$ cat config.mk
export PLATFORM = sky130hd
export DESIGN_NAME = zports_top
export DESIGN_NICKNAME = d
export VERILOG_FILES = /design/src/logic/zports_pkg.sv /design/src/logic/io_strobe.sv /design/src/logic/port_decode.sv /design/src/logic/paging_regs.sv /design/src/logic/sound_regs.sv /design/src/logic/xt_regs.sv /design/src/logic/port_read_mux.sv /design/src/logic/zports_top.sv
export SDC_FILE = /design/constraint.sdc
export NUM_CORES = 1
export LEC_CHECK = 0
export ABC_AREA = 1
export BUFFER_PORTS_ARGS = -buffer_cell sky130_fd_sc_hd__buf_2
export CORE_UTILIZATION = 40
export CTS_BUF_LIST = sky130_fd_sc_hd__clkbuf_4 sky130_fd_sc_hd__clkbuf_8
export CTS_CLUSTER_SIZE = 20
export DETAILED_ROUTE_END_ITERATION = 7
export SYNTH_ARGS = -nofsm -noshare
export SYNTH_HDL_FRONTEND = slang
export SYNTH_SLANG_ARGS = --single-unit
$ cat constraint.sdc
create_clock -name zclk -period 4.1 [get_ports zclk]
set_clock_uncertainty 0.2 [all_clocks]
set_input_delay 0.615 -clock zclk [delete_from_list [all_inputs] [get_ports zclk]]
set_output_delay 0.615 -clock zclk [all_outputs]
set_load 0.01 [all_outputs]
$ cat src/logic/zports_pkg.sv
package zports_pkg;

	//////////////////////////////////////////////////
	// port addresses (low byte unless noted)
	localparam logic [7:0] port_fe     = 8'hfe;
	localparam logic [7:0] port_fd     = 8'hfd;
	localparam logic [7:0] port_f7     = 8'hf7;
	localparam logic [7:0] port_cv1    = 8'hfb; // covox
	localparam logic [7:0] port_cv2    = 8'hdd;
	localparam logic [7:0] port_sd0    = 8'h0f; // soundrive
	localparam logic [7:0] port_sd1    = 8'h1f;
	localparam logic [7:0] port_sd2    = 8'h4f;
	localparam logic [7:0] port_sd3    = 8'h5f;
	localparam logic [7:0] port_kjoy   = 8'h1f;
	localparam logic [7:0] port_kmouse = 8'hdf;

	// full 16-bit compare
	localparam logic [15:0] port_xt_addr = 16'h55ff;
	localparam logic [15:0] port_xt_data = 16'h56ff;

	// xt register numbers
	localparam logic [7:0] xreg_border  = 8'h00;
	localparam logic [7:0] xreg_vconfig = 8'h08;
	localparam logic [7:0] xreg_paladdr = 8'h09;

	//////////////////////////////////////////////////
	// select codes out of the decode stage
	localparam logic [3:0] sel_none    = 4'd0;
	localparam logic [3:0] sel_fe      = 4'd1;
	localparam logic [3:0] sel_7ffd    = 4'd2;
	localparam logic [3:0] sel_eff7    = 4'd3;
	localparam logic [3:0] sel_covox   = 4'd4;
	localparam logic [3:0] sel_sd0     = 4'd5;
	localparam logic [3:0] sel_sd1     = 4'd6;
	localparam logic [3:0] sel_sd2     = 4'd7;
	localparam logic [3:0] sel_sd3     = 4'd8;
	localparam logic [3:0] sel_xt_addr = 4'd9;
	localparam logic [3:0] sel_xt_data = 4'd10;

	// written byte as seen by port fe
	typedef struct packed {
		logic [2:0] spare;
		logic       beep;
		logic       tape_out;
		logic [2:0] border;
	} fe_bits_t;

	// same byte as seen by port 7ffd
	typedef struct packed {
		logic [1:0] page_hi;
		logic       lock48;   // also page bit 5 in 1M mode
		logic       rom;
		logic       screen;
		logic [2:0] page_lo;
	} p7ffd_bits_t;

	typedef union packed {
		fe_bits_t    fe;
		p7ffd_bits_t p7ffd;
	} io_byte_u;

endpackage

$ cat src/logic/io_strobe.sv
module io_strobe
	import zports_pkg::*;
#(
	parameter int addr_w = 16
)(
	input  logic              zclk,
	input  logic              rst_n,
	input  logic [addr_w-1:0] a,
	input  logic [7:0]        din,
	input  logic              iorq_n,
	input  logic              wr_n,
	output logic              wr_stb,
	output logic [addr_w-1:0] cap_a,
	output logic [7:0]        cap_d
);

	logic wr_act;    // write cycle seen on the bus now
	logic wr_act_q;  // same, one edge earlier

	assign wr_act = ~(iorq_n | wr_n);

	always_ff @(posedge zclk or negedge rst_n)
	begin
		if (!rst_n)
		begin
			wr_act_q <= 1'b0;
			wr_stb   <= 1'b0;
		end
		else
		begin
			wr_act_q <= wr_act;
			wr_stb   <= wr_act & ~wr_act_q; // rising edge only
		end
	end

	// bus sample taken with the strobe
	always_ff @(posedge zclk)
	begin
		if (wr_act && !wr_act_q)
		begin
			cap_a <= a;
			cap_d <= din;
		end
	end

endmodule

$ cat src/logic/port_decode.sv
module port_decode
	import zports_pkg::*;
#(
	parameter int addr_w = 16
)(
	input  logic              zclk,
	input  logic              rst_n,
	input  logic              wr_stb,
	input  logic [addr_w-1:0] cap_a,
	input  logic [7:0]        cap_d,
	input  logic              dos,
	output logic [3:0]        sel,
	output logic [7:0]        sel_d
);

	logic [7:0] loa;
	logic       shadow;
	logic [3:0] sel_n;

	assign loa    = cap_a[7:0];
	assign shadow = dos; // no BF shadow enable here

	//////////////////////////////////////////////////
	// address to select code
	always_comb
	begin
		sel_n = sel_none;
		if (cap_a[15:0] == port_xt_addr)
			sel_n = sel_xt_addr;
		else if (cap_a[15:0] == port_xt_data)
			sel_n = sel_xt_data;
		else
		begin
			case (loa)
				port_fe:
					sel_n = sel_fe;
				port_fd:
					if (!cap_a[15])
						sel_n = sel_7ffd;
				port_f7:
					if (!cap_a[12] && !shadow)
						sel_n = sel_eff7;
				port_cv1, port_cv2:
					sel_n = sel_covox;
				port_sd0:
					if (!shadow)
						sel_n = sel_sd0;
				port_sd1:
					if (!shadow)
						sel_n = sel_sd1;
				port_sd2:
					if (!shadow)
						sel_n = sel_sd2;
				port_sd3:
					if (!shadow)
						sel_n = sel_sd3;
				default:
					sel_n = sel_none;
			endcase
		end
	end

	always_ff @(posedge zclk or negedge rst_n)
	begin
		if (!rst_n)
			sel <= sel_none;
		else
			sel <= wr_stb ? sel_n : sel_none; // one cycle only
	end

	always_ff @(posedge zclk)
	begin
		if (wr_stb)
			sel_d <= cap_d;
	end

endmodule

$ cat src/logic/paging_regs.sv
module paging_regs
	import zports_pkg::*;
(
	input  logic       zclk,
	input  logic       rst_n,
	input  logic [3:0] sel,
	input  logic [7:0] sel_d,
	output logic [7:0] p7ffd,
	output logic [7:0] peff7,
	output logic [5:0] pent1m_page,
	output logic       pent1m_rom,
	output logic       pent1m_1m_on,
	output logic       pent1m_ram0_0
);

	io_byte_u   p7ffd_q;
	logic [7:0] peff7_q;
	logic       block1m;   // eff7 bit 2
	logic       lock7ffd;

	assign block1m  = peff7_q[2];
	assign lock7ffd = p7ffd_q.p7ffd.lock48 & block1m;

	//////////////////////////////////////////////////
	// 7ffd and eff7
	always_ff @(posedge zclk or negedge rst_n)
	begin
		if (!rst_n)
		begin
			p7ffd_q <= '0;
			peff7_q <= '0;
		end
		else
		begin
			if (sel == sel_7ffd && !lock7ffd)
				p7ffd_q <= sel_d;
			if (sel == sel_eff7)
				peff7_q <= sel_d;
		end
	end

	// 128K view while 1M mode is off
	assign p7ffd = block1m ?
		{3'b000, p7ffd_q.p7ffd.rom, p7ffd_q.p7ffd.screen, p7ffd_q.p7ffd.page_lo} :
		p7ffd_q;

	assign peff7 = block1m ?
		{peff7_q[7], 1'b0, peff7_q[5:4], 3'b000, peff7_q[0]} :
		peff7_q;

	// full 1 meg page number
	assign pent1m_page   = {p7ffd_q.p7ffd.page_hi, p7ffd_q.p7ffd.lock48,
	                        p7ffd_q.p7ffd.page_lo};
	assign pent1m_rom    = p7ffd_q.p7ffd.rom;
	assign pent1m_1m_on  = ~block1m;
	assign pent1m_ram0_0 = peff7_q[3];

endmodule

$ cat src/logic/sound_regs.sv
module sound_regs
	import zports_pkg::*;
#(
	parameter int dac_count = 4 // 1, 2 or 4
)(
	input  logic       zclk,
	input  logic       rst_n,
	input  logic [3:0] sel,
	input  logic [7:0] sel_d,
	output logic [7:0] psd0,
	output logic [7:0] psd1,
	output logic [7:0] psd2,
	output logic [7:0] psd3
);

	io_byte_u   d;
	logic [7:0] psd_q [dac_count];
	logic [1:0] sd_idx;

	assign d = sel_d;

	// beeper pattern per dac
	function automatic logic [7:0] fe_fill(input int idx, input logic beep, input logic tape);
		case (idx)
			0, 1:    return {8{beep}};
			2:       return {beep, {7{tape}}};
			default: return {8{tape}};
		endcase
	endfunction

	assign sd_idx = (sel == sel_sd1) ? 2'd1 :
	                (sel == sel_sd2) ? 2'd2 :
	                (sel == sel_sd3) ? 2'd3 : 2'd0;

	always_ff @(posedge zclk or negedge rst_n)
	begin
		if (!rst_n)
			for (int i = 0; i < dac_count; i++)
				psd_q[i] <= '0;
		else
		begin
			case (sel)
				sel_fe:
					for (int i = 0; i < dac_count; i++)
						psd_q[i] <= fe_fill(i, d.fe.beep, d.fe.tape_out);
				sel_covox:
					for (int i = 0; i < dac_count; i++)
						psd_q[i] <= sel_d;
				sel_sd0, sel_sd1, sel_sd2, sel_sd3:
					for (int i = 0; i < dac_count; i++)
						if (i == int'(sd_idx) % dac_count)
							psd_q[i] <= sel_d; // soundrive, one byte
				default:
					;
			endcase
		end
	end

	// fewer dacs fold onto the outputs
	assign psd0 = psd_q[0 % dac_count];
	assign psd1 = psd_q[1 % dac_count];
	assign psd2 = psd_q[2 % dac_count];
	assign psd3 = psd_q[3 % dac_count];

endmodule

$ cat src/logic/xt_regs.sv
module xt_regs
	import zports_pkg::*;
(
	input  logic       zclk,
	input  logic       rst_n,
	input  logic [3:0] sel,
	input  logic [7:0] sel_d,
	output logic [5:0] border,
	output logic [7:0] vcfg,
	output logic [7:0] sp_wa
);

	io_byte_u   d;
	logic [7:0] xt_addr;  // current xt register number

	assign d = sel_d;

	//////////////////////////////////////////////////
	// 55ff register address
	always_ff @(posedge zclk or negedge rst_n)
	begin
		if (!rst_n)
			xt_addr <= '0;
		else if (sel == sel_xt_addr)
			xt_addr <= sel_d;
	end

	//////////////////////////////////////////////////
	// 56ff data, plus the fe border
	always_ff @(posedge zclk or negedge rst_n)
	begin
		if (!rst_n)
		begin
			border <= '0;
			vcfg   <= '0;
			sp_wa  <= '0;
		end
		else if (sel == sel_fe)
		begin
			// spread grb over the 6-bit border
			border <= {d.fe.border[1], 1'b0, d.fe.border[2], 1'b0,
			           d.fe.border[0], 1'b0};
		end
		else if (sel == sel_xt_data)
		begin
			case (xt_addr)
				xreg_border:
					border <= sel_d[5:0];
				xreg_vconfig:
					vcfg <= sel_d;
				xreg_paladdr:
					sp_wa <= sel_d;
				default:
					; // unknown number, ignored
			endcase
		end
	end

endmodule

$ cat src/logic/port_read_mux.sv
module port_read_mux
	import zports_pkg::*;
#(
	parameter int addr_w = 16
)(
	input  logic [addr_w-1:0] a,
	input  logic              iorq_n,
	input  logic              rd_n,
	input  logic              dos,
	input  logic [4:0]        keys_in,
	input  logic              tape_read,
	input  logic [4:0]        kj_in,
	input  logic [7:0]        mus_in,
	output logic [7:0]        dout,
	output logic              porthit,
	output logic              dataout
);

	logic [7:0] loa;

	assign loa = a[7:0];

	// any port handled here
	always_comb
	begin
		case (loa)
			port_fe, port_fd, port_cv1, port_cv2, port_kmouse:
				porthit = 1'b1;
			port_f7, port_sd0, port_sd1, port_sd2, port_sd3:
				porthit = !dos;
			default:
				porthit = (a[15:0] == port_xt_addr) || (a[15:0] == port_xt_data);
		endcase
	end

	always_comb
	begin
		case (loa)
			port_fe:     dout = {1'b1, tape_read, 1'b0, keys_in};
			port_kjoy:   dout = dos ? 8'hff : {3'b000, kj_in}; // kempston
			port_kmouse: dout = mus_in;
			default:     dout = 8'hff;
		endcase
	end

	assign dataout = porthit & ~iorq_n & ~rd_n;

endmodule

$ cat src/logic/zports_top.sv
module zports_top
	import zports_pkg::*;
#(
	parameter int addr_w    = 16,
	parameter int dac_count = 4
)(
	input  logic              zclk,
	input  logic              rst_n,

	// z80 side
	input  logic [addr_w-1:0] a,
	input  logic [7:0]        din,
	input  logic              iorq_n,
	input  logic              rd_n,
	input  logic              wr_n,
	input  logic              dos,
	output logic [7:0]        dout,
	output logic              dataout,
	output logic              porthit,

	// board inputs
	input  logic [4:0]        keys_in,
	input  logic              tape_read,
	input  logic [4:0]        kj_in,
	input  logic [7:0]        mus_in,

	// register outputs
	output logic [5:0]        border,
	output logic [7:0]        psd0,
	output logic [7:0]        psd1,
	output logic [7:0]        psd2,
	output logic [7:0]        psd3,
	output logic [7:0]        vcfg,
	output logic [7:0]        sp_wa,
	output logic [7:0]        p7ffd,
	output logic [7:0]        peff7,
	output logic [5:0]        pent1m_page,
	output logic              pent1m_rom,
	output logic              pent1m_1m_on,
	output logic              pent1m_ram0_0
);

	logic              wr_stb;
	logic [addr_w-1:0] cap_a;
	logic [7:0]        cap_d;
	logic [3:0]        sel;
	logic [7:0]        sel_d;

	//////////////////////////////////////////////////
	// write pipeline
	io_strobe #(.addr_w(addr_w)) u_strobe (
		.zclk(zclk), .rst_n(rst_n), .a(a), .din(din), .iorq_n(iorq_n), .wr_n(wr_n),
		.wr_stb(wr_stb), .cap_a(cap_a), .cap_d(cap_d));

	port_decode #(.addr_w(addr_w)) u_decode (
		.zclk(zclk), .rst_n(rst_n), .wr_stb(wr_stb), .cap_a(cap_a), .cap_d(cap_d),
		.dos(dos), .sel(sel), .sel_d(sel_d));

	paging_regs u_paging (
		.zclk(zclk), .rst_n(rst_n), .sel(sel), .sel_d(sel_d),
		.p7ffd(p7ffd), .peff7(peff7), .pent1m_page(pent1m_page),
		.pent1m_rom(pent1m_rom), .pent1m_1m_on(pent1m_1m_on),
		.pent1m_ram0_0(pent1m_ram0_0));

	sound_regs #(.dac_count(dac_count)) u_sound (
		.zclk(zclk), .rst_n(rst_n), .sel(sel), .sel_d(sel_d),
		.psd0(psd0), .psd1(psd1), .psd2(psd2), .psd3(psd3));

	xt_regs u_xt (
		.zclk(zclk), .rst_n(rst_n), .sel(sel), .sel_d(sel_d),
		.border(border), .vcfg(vcfg), .sp_wa(sp_wa));

	// read side, combinational
	port_read_mux #(.addr_w(addr_w)) u_rdmux (
		.a(a), .iorq_n(iorq_n), .rd_n(rd_n), .dos(dos), .keys_in(keys_in),
		.tape_read(tape_read), .kj_in(kj_in), .mus_in(mus_in),
		.dout(dout), .porthit(porthit), .dataout(dataout));

endmodule

==> impl_results.md <==
* Run status: finished, final reports clean
* Initial antenna violation count at 0
* Initial standard-cell utilization of the core at 0.418
* Highest ir drop seen on vdd at 0.161 mV
* Critical path, cell by cell: buf_2 -> nand2_1 -> nor2_2 -> nand2_1 -> nand3_2 -> nand2_1 -> inv_2 -> nand3_1 -> buf_2
* Total Power at 2.60 mW
* Total Routed Length at 11200 um
* Antenna Diode Count at 0
* Endpoint class of the critical path: primary output
* Number of remaining DRC errors at 0
* Number of max-slew violations in the final report at 0
* Post-route standard cell area excluding fillers at 0.00629 sq mm
* Critical path launch point type: primary input
* Reg2reg path depth at 2
* Number of nets in the layout at 745
* Maximum buffer depth of the clock tree at 2
* Layout cell share with drive strength beyond 1 at 0.275
* Clock slew at the register clock pins of the worst setup and hold paths at 0.06 ns
* Worst path required time at 3.28 ns
* Average routed wire per standard cell at 12.8 um
* Pin count of the biggest net entering global routing at 85
* Num ports at 138
* Total placed instance area at 0.00587 sq mm
* Vertical die dimension at 115 um
* Number of H-tree branching levels at 4
* Setup repair after global routing missed its margin: no
* Min-delay worst type: in -> reg
* CTS tree: yes
* Proportion of synthesized chip area in sequential cells at 0.600
* Arrival time at the worst endpoint at 1.81 ns
* Critical Path Fanout Max at 10
* IO Port Bufs at 136
* Fin Hold WS at 0.155 ns
* Setup tns final at 0 ns
* Post-cts gate resize count at 0
* Startpoint-to-endpoint class of the critical path: in -> out
* Cells after Synth at 562
* Total of flip-flops plus latches after synthesis at 116
* Worst slew pin tran at 1.13 ns
* CP most frequent cell: nand2_1
* Min cycle time layout at 2.63 ns
* Inserted Clock Buffers at 17
* Summed instance area of the synthesized netlist at 0.00511 sq mm
* Clock tree sinks at 116
* Drt pass-1 iters at 4
* Final core area utilization at 0.515
* Max-cap check violation count at 0
* Upper clock frequency limit at 381 MHz
* Final hold viol count at 0
* Cell total after placement at 845
* Die Outline Area at 0.0132 sq mm
* Die Span X at 115 um
* Leak pwr at 3.28 nW
* Final non-filler cell total at 877
* Vias in the first global route at 3914
* Worst Hold Path Cells at 2
* Antenna Nets Post-Route at 0
* Clock insertion delay at the later pin of the skew report at 0.42 ns
* CP delay by family, top: simple AND/OR/NAND/NOR gates
* Fin worst setup slack at 1.47 ns
* All-layer global routing usage at 0.183
* Vias per inst at 4.62
* Number of warnings reported in the yosys synthesis log at 0
* Starting DRT DRC Count at 194
* Setup-violating endpoint count in the final report at 0
* Standard cell with the maximum stage delay on the critical path: nor2_2
* Nets in the synthesized netlist at 611
* Final period utilization at 0.641
* Setup repair bufs after CTS at 0
* Remaining Overflow, GRT at 0
* Weighted congestion reported at the end of routability-driven placement at 0.849
* Number of rows created at floorplan at 40
* Via Count at 4055
* Std-Cell Core Area at 0.0122 sq mm
* Largest stage delay, worst path at 0.33 ns
* Power density of the placed cells at 413 mW/mm^2
* HPWL after detailed placement at 8000 um
* Global-route wire length before repair at 18400 um
* Area added between synthesis and finish at 23.3%
* Count of buffer and inverter cells on the critical path at 3
* Root Driver: clkbuf_8
* Average size of a mapped cell at 9.09 sq um
* Crit path depth at 9
* Worst Setup Slack post-DPL at 1.46 ns
* Tightest slew margin relative to the limit at 0.244
* Number of different library cells in the post-synthesis netlist at 31
* Hold_buf cts at 0
[layout make-up]
class                   instances  area, sq um
clock buffers                  22          297
clock inverters                10          128
fillers                      1166         5920
inverters                      82          308
multi-input cells             342         1600
flip-flops and latches        116         3060
well taps                     168          210
repair buffers                137          691
[flip-flops by register name, indices dropped and copies added, names as in the netlist, 8 cells and up]
register / cells
u_strobe.cap_d: 8
u_sound.psd0: 8
u_sound.psd3: 8
u_paging.p7ffd_q: 8
u_xt.vcfg: 8
u_xt.sp_wa: 8
u_xt.xt_addr: 8
u_sound.psd2: 8
u_strobe.cap_a: 16
u_sound.psd1: 8
u_paging.peff7_q: 8
u_decode.sel_d: 8
[cell usage in the layout, fill, tap and decap left out, types with 2 or more instances in the layout]
cell and instances:
a21oi_1 8, buf_2 135, buf_4 2, bufinv_16 3, clkbuf_8 21, clkinv_2 6
dfrtp_1 84, edfxtp_1 32, inv_1 77, inv_2 5, nand2_1 131, nand2_2 4
nand3_1 29, nand3_2 2, nand4_1 8, nor2_1 38, nor2_2 5, nor2_4 2
nor3_1 5, nor3_2 2, o21ai_0 68, o21ai_1 29, o21ai_2 2
[worst register-to-register path, cell delays in order, from the launching register on]
cell,delay (ns)
dfrtp_1,0.43
o211ai_1,0.91
o21ai_0,0.25
[path summary, 6_finish.rpt]
kind / to / slack, ns / startpoint
min reg2reg: u_decode.sel_d[7] / 0.22 / u_strobe.cap_d[7]
max in group asynchronous: u_xt.xt_addr[1] / 2.88 / rst_n
min in group asynchronous: u_sound.psd0[2] / 0.18 / rst_n
min: u_strobe.wr_act_q / 0.16 / wr_n
max reg2reg: u_sound.psd0[1] / 2.14 / u_decode.sel[0]
max: dout[7] / 1.47 / a[6]
[cells in the mapped netlist (all sizes together)]
library cell / n / area share
o211ai: 2 / 0.0039
nand2: 135 / 0.10
nor2: 45 / 0.038
or2: 1 / 0.0012
nor3: 7 / 0.0078
conb: 1 / 0.00073
nand3: 31 / 0.032
edfxtp: 32 / 0.19
nand4: 9 / 0.014
clkbuf: 5 / 0.0037
nor3b: 1 / 0.0015
inv: 82 / 0.060
a21oi: 9 / 0.0096
o21ai: 99 / 0.099
nand3b: 1 / 0.0015
buf: 17 / 0.024
a21boi: 1 / 0.0015
dfrtp: 84 / 0.41
[report_power, final]
part	internal (mW)	total, mW	leakage (nW)	switching (mW)
Combinational	0.0826	0.208	1.64	0.126
Clock	0.666	1.10	0.222	0.437
Sequential	1.25	1.29	1.42	0.0361
[cells by family after synthesis]
family	count (synthesis)	share of synthesized area
buffers and inverters	104	0.0880
other	1	0.000734
AO/OA/AOI/OAI	111	0.113
AND/OR/NAND/NOR	230	0.198
flip-flops	116	0.600
[layer usage]
layer,vias up,track usage,share of wire
li1,2083,-,-
met1,1847,0.226,0.46
met2,113,0.302,0.48
met3,12,0.0564,0.055
met4,0,0.0684,0.014
met5,-,0,0
Note: power is estimated with default switching activity, not from simulation.
